$ cat src/hdl/dsp_pkg.sv
`default_nettype none

package dsp_pkg;

    // --------------------
    // Slice opmode codes
    // --------------------

    // Low two bits select X, next two select Z, as on the DSP48A1
    // X = multiplier, Z = zero or P feedback
    typedef enum logic [7:0] {
        DSP_NOP      = 8'h00,
        DSP_MUL_ZERO = 8'h01,
        DSP_MUL_ACC  = 8'h09
    } dsp_opmode_t;

    // --------------------
    // Slice ports
    // --------------------

    // Operands into the slice, 44 bits
    typedef struct packed {
        dsp_opmode_t        opmode;
        logic signed [17:0] a;
        logic signed [17:0] b;
    } dsp_in_t;

    // Product and accumulator out of the slice, 84 bits
    typedef struct packed {
        logic signed [35:0] m;
        logic signed [47:0] p;
    } dsp_out_t;

endpackage

`default_nettype wire

$ cat src/hdl/iir_pkg.sv
`default_nettype none

package iir_pkg;

    // --------------------
    // Data formats
    // --------------------

    // Samples and coefficients share one 18-bit signed word
    typedef logic signed [17:0] sample_t;

    // Products per output sample
    localparam int NUM_TAPS = 5;

    // c0..c2 weight the x taps, c3..c4 the y taps
    typedef struct packed {
        sample_t c0;
        sample_t c1;
        sample_t c2;
        sample_t c3;
        sample_t c4;
    } iir_coefs_t;

    // --------------------
    // Microcode step flags
    // --------------------

    typedef struct packed {
        logic wait_in;
        logic push_x;
        logic push_y;
        logic mul_first;    // product with accumulator cleared
        logic mul_acc;      // product added to P
        logic idx_clear;
        logic idx_inc;
        logic repeat3;
        logic move_result;
        logic jump_zero;
    } iir_task_t;

endpackage

`default_nettype wire

$ cat src/hdl/iir_filter_top.sv
`timescale 1ns/1ps
`default_nettype none

module iir_filter_top #(
    parameter int FRAC_W = 16
) (
    input  logic                reset,
    input  logic                clk,
    input  iir_pkg::iir_coefs_t coefs,
    input  iir_pkg::sample_t    sample_in,
    input  logic                sample_in_rdy,
    output iir_pkg::sample_t    sample_out,
    output logic                sample_out_rdy
);

    import iir_pkg::*;
    import dsp_pkg::*;

    iir_task_t  tasks;
    logic       repeat_busy;
    logic [2:0] idx;
    sample_t    xy_sel;
    sample_t    sample_hold;
    sample_t    y_new;
    dsp_in_t    dsp_in;
    dsp_out_t   dsp_out;

    // Same accumulator slice the sequencer outputs
    assign y_new = dsp_out.p[FRAC_W +: $bits(sample_t)];

    iir_sequencer #(
        .FRAC_W (FRAC_W)
    ) seq_i (
        .reset          (reset),
        .clk            (clk),
        .coefs          (coefs),
        .sample_in_rdy  (sample_in_rdy),
        .repeat_busy    (repeat_busy),
        .idx            (idx),
        .xy_sel         (xy_sel),
        .sample_hold    (sample_hold),
        .dsp_out        (dsp_out),
        .tasks          (tasks),
        .dsp_in         (dsp_in),
        .sample_out     (sample_out),
        .sample_out_rdy (sample_out_rdy)
    );

    step_counter step_i (
        .reset       (reset),
        .clk         (clk),
        .tasks       (tasks),
        .repeat_busy (repeat_busy),
        .idx         (idx)
    );

    sample_store store_i (
        .reset         (reset),
        .clk           (clk),
        .sample_in     (sample_in),
        .sample_in_rdy (sample_in_rdy),
        .tasks         (tasks),
        .idx           (idx),
        .y_new         (y_new),
        .sample_hold   (sample_hold),
        .xy_sel        (xy_sel)
    );

    mac_slice mac_i (
        .reset   (reset),
        .clk     (clk),
        .dsp_in  (dsp_in),
        .dsp_out (dsp_out)
    );

endmodule

`default_nettype wire

$ cat src/hdl/iir_sequencer.sv
`timescale 1ns/1ps
`default_nettype none

module iir_sequencer #(
    parameter int FRAC_W = 16
) (
    input  logic                reset,
    input  logic                clk,
    input  iir_pkg::iir_coefs_t coefs,
    input  logic                sample_in_rdy,
    input  logic                repeat_busy,
    input  logic [2:0]          idx,
    input  iir_pkg::sample_t    xy_sel,
    input  iir_pkg::sample_t    sample_hold,
    input  dsp_pkg::dsp_out_t   dsp_out,
    output iir_pkg::iir_task_t  tasks,
    output dsp_pkg::dsp_in_t    dsp_in,
    output iir_pkg::sample_t    sample_out,
    output logic                sample_out_rdy
);

    import iir_pkg::*;
    import dsp_pkg::*;

    logic [2:0] pc;
    sample_t    coef_sel;
    sample_t    acc_slice;

    // --------------------
    // Microcode
    // --------------------

    always_comb begin
        tasks = '0;
        case (pc)
            3'd0: tasks.wait_in = 1'b1;
            3'd1: begin
                tasks.push_x    = 1'b1;
                tasks.mul_first = 1'b1;
                tasks.idx_inc   = 1'b1;
            end
            3'd2: begin
                tasks.repeat3 = 1'b1;
                tasks.mul_acc = 1'b1;
                tasks.idx_inc = 1'b1;
            end
            3'd3: begin
                tasks.mul_acc   = 1'b1;
                tasks.idx_clear = 1'b1;
            end
            // Wait for the last product to reach P
            3'd4: tasks.repeat3 = 1'b1;
            3'd5: begin
                tasks.move_result = 1'b1;
                tasks.push_y      = 1'b1;
                tasks.jump_zero   = 1'b1;
            end
            default: tasks.jump_zero = 1'b1;
        endcase
    end

    always_ff @(posedge reset or posedge clk) begin
        if (clk) begin
            pc <= 3'd0;
        end else if (tasks.jump_zero) begin
            pc <= 3'd0;
        end else if ((tasks.wait_in && !sample_in_rdy) || (tasks.repeat3 && repeat_busy)) begin
            pc <= pc;
        end else begin
            pc <= pc + 3'd1;
        end
    end

    // --------------------
    // Operand issue
    // --------------------

    always_comb begin
        case (idx)
            3'd0:    coef_sel = coefs.c0;
            3'd1:    coef_sel = coefs.c1;
            3'd2:    coef_sel = coefs.c2;
            3'd3:    coef_sel = coefs.c3;
            3'd4:    coef_sel = coefs.c4;
            default: coef_sel = '0;
        endcase
    end

    always_ff @(posedge reset or posedge clk) begin
        if (clk) begin
            dsp_in <= '{opmode: DSP_NOP, a: '0, b: '0};
        end else if (tasks.mul_first) begin
            // First tap takes the fresh input directly
            dsp_in <= '{opmode: DSP_MUL_ZERO, a: coef_sel, b: sample_hold};
        end else if (tasks.mul_acc) begin
            dsp_in <= '{opmode: DSP_MUL_ACC, a: coef_sel, b: xy_sel};
        end else begin
            dsp_in <= '{opmode: DSP_NOP, a: '0, b: '0};
        end
    end

    // --------------------
    // Result
    // --------------------

    // Truncated and wrapping slice of the accumulator
    assign acc_slice = dsp_out.p[FRAC_W +: $bits(sample_t)];

    always_ff @(posedge reset or posedge clk) begin
        if (clk) begin
            sample_out_rdy <= 1'b0;
            sample_out     <= '0;
        end else if (tasks.move_result) begin
            sample_out_rdy <= 1'b1;
            sample_out     <= acc_slice;
        end else begin
            sample_out_rdy <= 1'b0;
            sample_out     <= '0;
        end
    end

    // Slice pipeline must be drained when the result is taken
    assert property (@(posedge reset) disable iff (clk)
        tasks.move_result |-> (dsp_in.opmode == DSP_NOP)
                            && ($past(dsp_in.opmode, 1) == DSP_NOP)
                            && ($past(dsp_in.opmode, 2) == DSP_NOP))
        else $error("move_result while a multiply is still in the slice");

endmodule

`default_nettype wire

$ cat src/hdl/mac_slice.sv
`timescale 1ns/1ps
`default_nettype none

module mac_slice (
    input  logic              reset,
    input  logic              clk,
    input  dsp_pkg::dsp_in_t  dsp_in,
    output dsp_pkg::dsp_out_t dsp_out
);

    import dsp_pkg::*;

    logic signed [17:0] a_r;
    logic signed [17:0] b_r;
    logic signed [35:0] m_r;
    logic signed [47:0] p_r;
    logic signed [47:0] m_ext;
    dsp_opmode_t        op1;
    dsp_opmode_t        op2;

    // --------------------
    // Operand and M stages
    // --------------------

    always_ff @(posedge reset) begin
        a_r <= dsp_in.a;
        b_r <= dsp_in.b;
        m_r <= a_r * b_r;
    end

    // Opmode follows the data so it lines up with M
    always_ff @(posedge reset or posedge clk) begin
        if (clk) begin
            op1 <= DSP_NOP;
            op2 <= DSP_NOP;
        end else begin
            op1 <= dsp_in.opmode;
            op2 <= op1;
        end
    end

    // --------------------
    // P stage
    // --------------------

    assign m_ext = {{12{m_r[35]}}, m_r};

    always_ff @(posedge reset or posedge clk) begin
        if (clk) begin
            p_r <= '0;
        end else begin
            case (op2)
                DSP_MUL_ZERO: p_r <= m_ext;
                DSP_MUL_ACC:  p_r <= p_r + m_ext;
                default:      p_r <= p_r;
            endcase
        end
    end

    assign dsp_out = '{m: m_r, p: p_r};

    assert property (@(posedge reset) disable iff (clk)
        !$isunknown(dsp_in.opmode)
        && (dsp_in.opmode inside {DSP_NOP, DSP_MUL_ZERO, DSP_MUL_ACC}))
        else $error("unknown opmode 0x%02h", dsp_in.opmode);

endmodule

`default_nettype wire

$ cat src/hdl/sample_store.sv
`timescale 1ns/1ps
`default_nettype none

module sample_store (
    input  logic               reset,
    input  logic               clk,
    input  iir_pkg::sample_t   sample_in,
    input  logic               sample_in_rdy,
    input  iir_pkg::iir_task_t tasks,
    input  logic [2:0]         idx,
    input  iir_pkg::sample_t   y_new,
    output iir_pkg::sample_t   sample_hold,
    output iir_pkg::sample_t   xy_sel
);

    import iir_pkg::*;

    // x[n], x[n-1], x[n-2], y[n-1], y[n-2]
    sample_t xy_line [NUM_TAPS];

    // Input capture on every strobe
    always_ff @(posedge reset or posedge clk) begin
        if (clk) begin
            sample_hold <= '0;
        end else if (sample_in_rdy) begin
            sample_hold <= sample_in;
        end
    end

    // --------------------
    // Delay line
    // --------------------

    always_ff @(posedge reset or posedge clk) begin
        if (clk) begin
            for (int i = 0; i < NUM_TAPS; i++) begin
                xy_line[i] <= '0;
            end
        end else begin
            if (tasks.push_x) begin
                xy_line[0] <= sample_hold;
                xy_line[1] <= xy_line[0];
                xy_line[2] <= xy_line[1];
            end
            // New output becomes y[n-1]
            if (tasks.push_y) begin
                xy_line[3] <= y_new;
                xy_line[4] <= xy_line[3];
            end
        end
    end

    // Word for the current tap
    assign xy_sel = (idx < 3'(NUM_TAPS)) ? xy_line[idx] : '0;

endmodule

`default_nettype wire

$ cat src/hdl/step_counter.sv
`timescale 1ns/1ps
`default_nettype none

module step_counter (
    input  logic               reset,
    input  logic               clk,
    input  iir_pkg::iir_task_t tasks,
    output logic               repeat_busy,
    output logic [2:0]         idx
);

    import iir_pkg::*;

    logic [1:0] rep_cnt;
    logic [1:0] rep_max;

    // --------------------
    // Repeat counter
    // --------------------

    // Counts 0,1,2 on a repeat3 step, stays at 0 otherwise
    assign rep_max     = tasks.repeat3 ? 2'd2 : 2'd0;
    assign repeat_busy = (rep_cnt != rep_max);

    always_ff @(posedge reset or posedge clk) begin
        if (clk) begin
            rep_cnt <= 2'd0;
        end else if (rep_cnt == rep_max) begin
            rep_cnt <= 2'd0;
        end else begin
            rep_cnt <= rep_cnt + 2'd1;
        end
    end

    // --------------------
    // Tap index
    // --------------------

    always_ff @(posedge reset or posedge clk) begin
        if (clk) begin
            idx <= 3'd0;
        end else if (tasks.idx_clear) begin
            idx <= 3'd0;
        end else if (tasks.idx_inc) begin
            idx <= idx + 3'd1;
        end
    end

    // Program must clear the index before it runs past the last tap
    assert property (@(posedge reset) disable iff (clk) idx <= 3'(NUM_TAPS - 1))
        else $error("idx out of range: %0d", idx);

endmodule

`default_nettype wire

$ cat config.mk
export PLATFORM = sky130hd
export DESIGN_NAME = iir_filter_top
export DESIGN_NICKNAME = d
export VERILOG_FILES = /design/src/hdl/dsp_pkg.sv /design/src/hdl/iir_pkg.sv /design/src/hdl/iir_filter_top.sv /design/src/hdl/iir_sequencer.sv /design/src/hdl/mac_slice.sv /design/src/hdl/sample_store.sv /design/src/hdl/step_counter.sv
export SDC_FILE = /design/constraint.sdc
export NUM_CORES = 1
export LEC_CHECK = 0
export BUFFER_PORTS_ARGS = -buffer_cell sky130_fd_sc_hd__buf_2
export CAP_MARGIN = 30
export CORE_MARGIN = 4
export CORE_UTILIZATION = 45
export CTS_CLUSTER_SIZE = 30
export DETAILED_ROUTE_END_ITERATION = 6
export MAX_ROUTING_LAYER = met4
export PLACE_DENSITY = 0.6
export SLEW_MARGIN = 10
export SYNTH_ARGS = -nofsm -noshare
export SYNTH_HDL_FRONTEND = slang
export SYNTH_HIERARCHICAL = 1
export SYNTH_SLANG_ARGS = --single-unit
$ cat constraint.sdc
create_clock -name reset -period 6.6 [get_ports reset]
set_input_delay 0.99 -clock reset [delete_from_list [all_inputs] [get_ports reset]]
set_output_delay 0.99 -clock reset [all_outputs]
set_load 0.02 [all_outputs]
# == Word level (Yosys, flattened, before mapping) ==
# Cells that the tools add are included.
# word_totals
ff_bits,315
in_bits,111
mem_bits_ro,0
wordCells,77
n_memories,0
ram_bits,0
latch_bits,0
# op_classes
n_div,0
order_cmp,2
muxes,23
n_mul,1
n_shift,0
n_reduce_logical,12
n_eq_ne,14
bitwise_logic,1
n_addsub,4
# ops
operator,n
one-hot mux 48 bit (2 select lines),1
one-hot mux 18 bit (5 select lines),1
two-way mux 18 bit,4
binary-select mux 18 bit (select 3 bit),1
adder 48 x 36 -> 48 bit,1
two-way mux 44 bit,1
two-way mux 40 bit,1
multiplier 18 x 18 -> 36 bit,1
equality test 3 x 2 -> 1 bit (second input constant),4
two-way mux 3 bit,4
equality test 3 bit (second input constant),3
equality test 8 x 1 -> 1 bit (second input constant),1
equality test 8 x 4 -> 1 bit (second input constant),1
two-way mux 1 bit,8
adder 3 x 1 -> 3 bit (second input constant),2
equality test 3 x 1 -> 1 bit (second input constant),2
logical NOT 3 bit,2
OR reduction 2 bit,3
OR reduction 5 bit,1
greater-or-equal comparator 4 bit (second input constant),1
two-way mux 2 bit,2
NOT 3 -> 4 bit,1
nonzero test 2 bit,2
less-than comparator 3 bit (second input constant),1
other kinds (7),8

# == Depth between registers and ports, before layout ==
# logic_depth
depth_word,9
ltp_mapped,27
mapped_depth_nobuf,25

# == Modules after synthesis ==
# The synthesis kept the hierarchy.
# modules_own_cells
module,n_inst,area_per_inst_um2,cells_per_inst
mac_slice,1,18361.4,1963
sample_store,1,4795.8,332
iir_sequencer,1,3100.5,314
step_counter,1,225.2,19

# == Worst setup path after synthesis ==
# Ideal clock, no wire load.
# synth_timing
kind,reg2reg
start,register mac_i.b_r[9]
end,register mac_i.m_r[25]
stages_incl_launch_ff,27
arrival_time_ns,5.866
n_path_buf,2
synth_period_minus_slack_ns,5.988
slack_ns,0.612
setup_ns,0.121
cell_sequence,dfxtp_1 > clkbuf_1 > clkbuf_1 > nand2_1 > fa_1 > inv_1 > fa_1 > inv_1 > fa_1 > inv_1 > fa_1 > fa_1 > inv_1 > fa_1 > inv_1 > ha_1 > nand2_1 > nor2_1 > o211a_1 > o21ai_0 > a21oi_1 > o21ai_0 > a21boi_0 > o21ai_0 > a21boi_0 > mux2i_1 > nand2_1
# synth_between
elab_chain_cells,1
# synth_lines
element,line,source
"start, declared",mac_slice.sv:14,logic signed [17:0] b_r;
"start signal, assigned",mac_slice.sv:27,b_r <= dsp_in.b;
multiplier 18 x 18 -> 36 bit,mac_slice.sv:28,m_r <= a_r * b_r;
"end signal, assigned",mac_slice.sv:28,
"end, declared",mac_slice.sv:15,logic signed [35:0] m_r;
# Every way passes these cells.
# A chain may end at the register's enable or synchronous reset.

# == Worst setup path after layout ==
# layout_timing
start,register mac_i.a_r[17]
end,register mac_i.m_r[25]
# layout_between
elab_chain_cells,1
# layout_lines
element,line,source
"start, declared",mac_slice.sv:13,logic signed [17:0] a_r;
"start signal, assigned",mac_slice.sv:26,a_r <= dsp_in.a;
multiplier 18 x 18 -> 36 bit,mac_slice.sv:28,
# Every way passes these cells.

==> flow_summary.yaml <==
floorplan:
  ios: 130
  die_h_um: 242
  core_area_um2: 54000
  rows: 85
  dieArea_um2: 58600
  die_w_um: 242
  start_util_pct: 45.7
sta:
  skew_ps: 26.1
  max_slew_margin_pct: 45.2
  tightestPinTransition_ps: 822
  finalHoldViolCount: 0
  post-route-min-period_ps: 6130
  fmax_mhz: 163
  period_share_pct: 92.9
  finalSetupViolCount: 0
  layout_setup_ws_ps: 470
  maxSlewViolCount: 0
  rsz0062_at_grt: "false"
  tns_ps: 0
hold_path:
  hp-start: "seq_i/dsp_in[33]$_DFF_PP0_"
  hold_path_depth: 0
  hp-class: "flip-flop to flip-flop"
  min_to: "mac_i/a_r[15]$_DFF_P_"
cts:
  cts_buffers: 34
  cts_hold_buf: 0
  htreeDepth: 2
  clock_sinks: 293
  clk_latency_ps: 550
  cts_tree: "yes"
  cts-root-buf: "clkbuf_16"
  cts_setup_buffers: 0
  cts_resized: 0
  clock_path_buffers: 3
  cts.clk_slew.worst_paths_ps: 60
finish:
  regArea_um2: 7020
  multi_input_area_um2: 15700
  final_area_um2: 27300
  n_fill_cell: 4932
  layout-drive-gt1-share_pct: 18.3
  stdcell_count: 3233
  area_delta_synth_final_pct: 10.6
  fin_nets: 3078
  final_core_util_pct: 50.5
  diodes: 0
drt:
  antenna_left: 0
  firstDrtPassIters: 5
  drtIter0Drc: 939
  drc: 0
  dr_total_vias: 16800
  vias_per_cell: 5.19
  wl_per_cell_um: 18.5
  wl_mm: 59.7
place:
  hpwl_mm: 47.8
  place.gp.congestion: 0.890
  place_area_um2: 26100
  port_buffers: 129
  pre_cts_slack_ps: 67.5
  dp_cells: 3169
grt:
  grt_pass1_wl_mm: 98.7
  grt_max_degree: 79
  first_global_vias: 18300
  grt_antenna_before_repair: 4
  gr-total-overflow: 0
  grt_usage_pct: 21.5
setup_path:
  start_kind: "flip-flop"
  rr_startpoint: "mac_i/a_r[17]$_DFF_P_"
  crit_fanout: 7
  path_class: "flip-flop to flip-flop"
  cp_data_required_time_ps: 7030
  cp_common_cell: "fa_1"
  cp_slowest_cell: "fa_1"
  r2r_end: "mac_i/m_r[25]$_DFF_P_"
  cp.arrival_ps: 6570
  cpLargestDelayFamily: "adder cells"
  crit_buf_inv: 5
  ff2ff_setup_slack_ps: 470
  worstPathCellList: "nand2_1, fa_1, inv_1, fa_1, inv_1, fa_1, fa_1, inv_1, fa_1, inv_1, fa_1, inv_1, ha_1, nand2_1, nor2_1, o211a_1, o21ai_0, a21oi_2, o21ai_0, a21boi_0, o21ai_0, a21boi_1, mux2i_1, nand2_1"
  slowest_delay_ps: 540
  reg2regPathDepth: 24
  cp-end-kind: "flip-flop"
yosys:
  syn_inst: 2404
  netlist_area_um2: 24700
  ys_warn_count: 6
  syn_area_per_cell_um2: 10.3
status:
  outcome: "completed"
flow_run:
  max_cap_viol_count: 0
power_and_ir_drop:
  p_leak_nw: 13.6
  irDropWorstVdd_uv: 320
  power.density_nw_per_um2: 487
report_power, final:
group          total, mW  internal (mW)  switching (mW)
clock network       1.90           1.08           0.815
logic               8.28           3.66            4.62
registers           3.09           2.45           0.647
flip-flops by register name, summed over array words and instances, names as in the netlist, 18 cells and up:
| register | flops |
|---|---|
| mac_i/a_r | 18 |
| mac_i/b_r | 18 |
| mac_i/m_r | 34 |
| mac_i/p_r | 34 |
| seq_i/dsp_in | 38 |
| seq_i/sample_out | 18 |
| store_i/sample_hold | 18 |
| store_i/xy_line | 90 |
layer usage:
| metal | global-route usage (%) | wire (um) |
|---|---|---|
| met1 | 27.5 | 25800 |
| met2 | 36.1 | 29800 |
| met3 | 3.57 | 2960 |
| met4 | 4.99 | 1250 |
| met5 | - | 0 |
layout make-up:
cell class / instances / share of cell area, %
clock inverters: 19 / 0.771
repair buffers: 186 / 4.13
well taps: 696 / 3.19
inverters: 377 / 5.20
clock buffers: 42 / 3.34
flip-flops and latches: 293 / 25.7
multi-input cells: 1620 / 57.6
worst register-to-register path: cells and delay by family, from the launching register on:
family                   cells  cell delay (ps)
multiplexers                 1              210
buffers and inverters        5              250
AO/OA/AOI/OAI                7             1300
adder cells (fa/ha/maj)      7             3350
flip-flops                   1              530
AND/OR/NAND/NOR              4              400
metrics by stage:
step           power, mW  hold WS [ps]
3_5_place_dp        11.4           329
3_3_place_gp        11.3           328
2_1_floorplan       8.99           324
4_1_cts             13.4           325
6_report            13.3           342
5_1_grt             14.5           347
layout by cell type, fill, tap and decap left out, types with 18 or more instances in the layout:
cell type  instances
inv_1            373
fa_1             324
nand2_1          283
dfrtp_1          221
and2_1           177
mux2_2           162
ha_1             131
buf_2            129
o21ai_0           80
a21oi_1           72
nor2_1            53
buf_4             53
dfxtp_1           48
xnor2_1           39
clkbuf_16         34
mux2i_1           30
and3_1            21
a22oi_1           21
a21o_1            20
dfxtp_2           20
nor3b_1           18
worst max path at each step:
stage               slack (ps)                    end  depth (start not counted)             startpoint
floorplan                  610  mac_i/m_r[25]$_DFF_P_                         26   mac_i/b_r[9]$_DFF_P_
global placement           220  mac_i/m_r[25]$_DFF_P_                         22   mac_i/b_r[8]$_DFF_P_
detailed placement          70  mac_i/m_r[25]$_DFF_P_                         22   mac_i/b_r[4]$_DFF_P_
CTS                         60  mac_i/m_r[25]$_DFF_P_                         22   mac_i/b_r[4]$_DFF_P_
global route                80  mac_i/m_r[25]$_DFF_P_                         24   mac_i/a_r[7]$_DFF_P_
finish                     470  mac_i/m_r[25]$_DFF_P_                         24  mac_i/a_r[17]$_DFF_P_
Power figures use the tool's default switching activity.
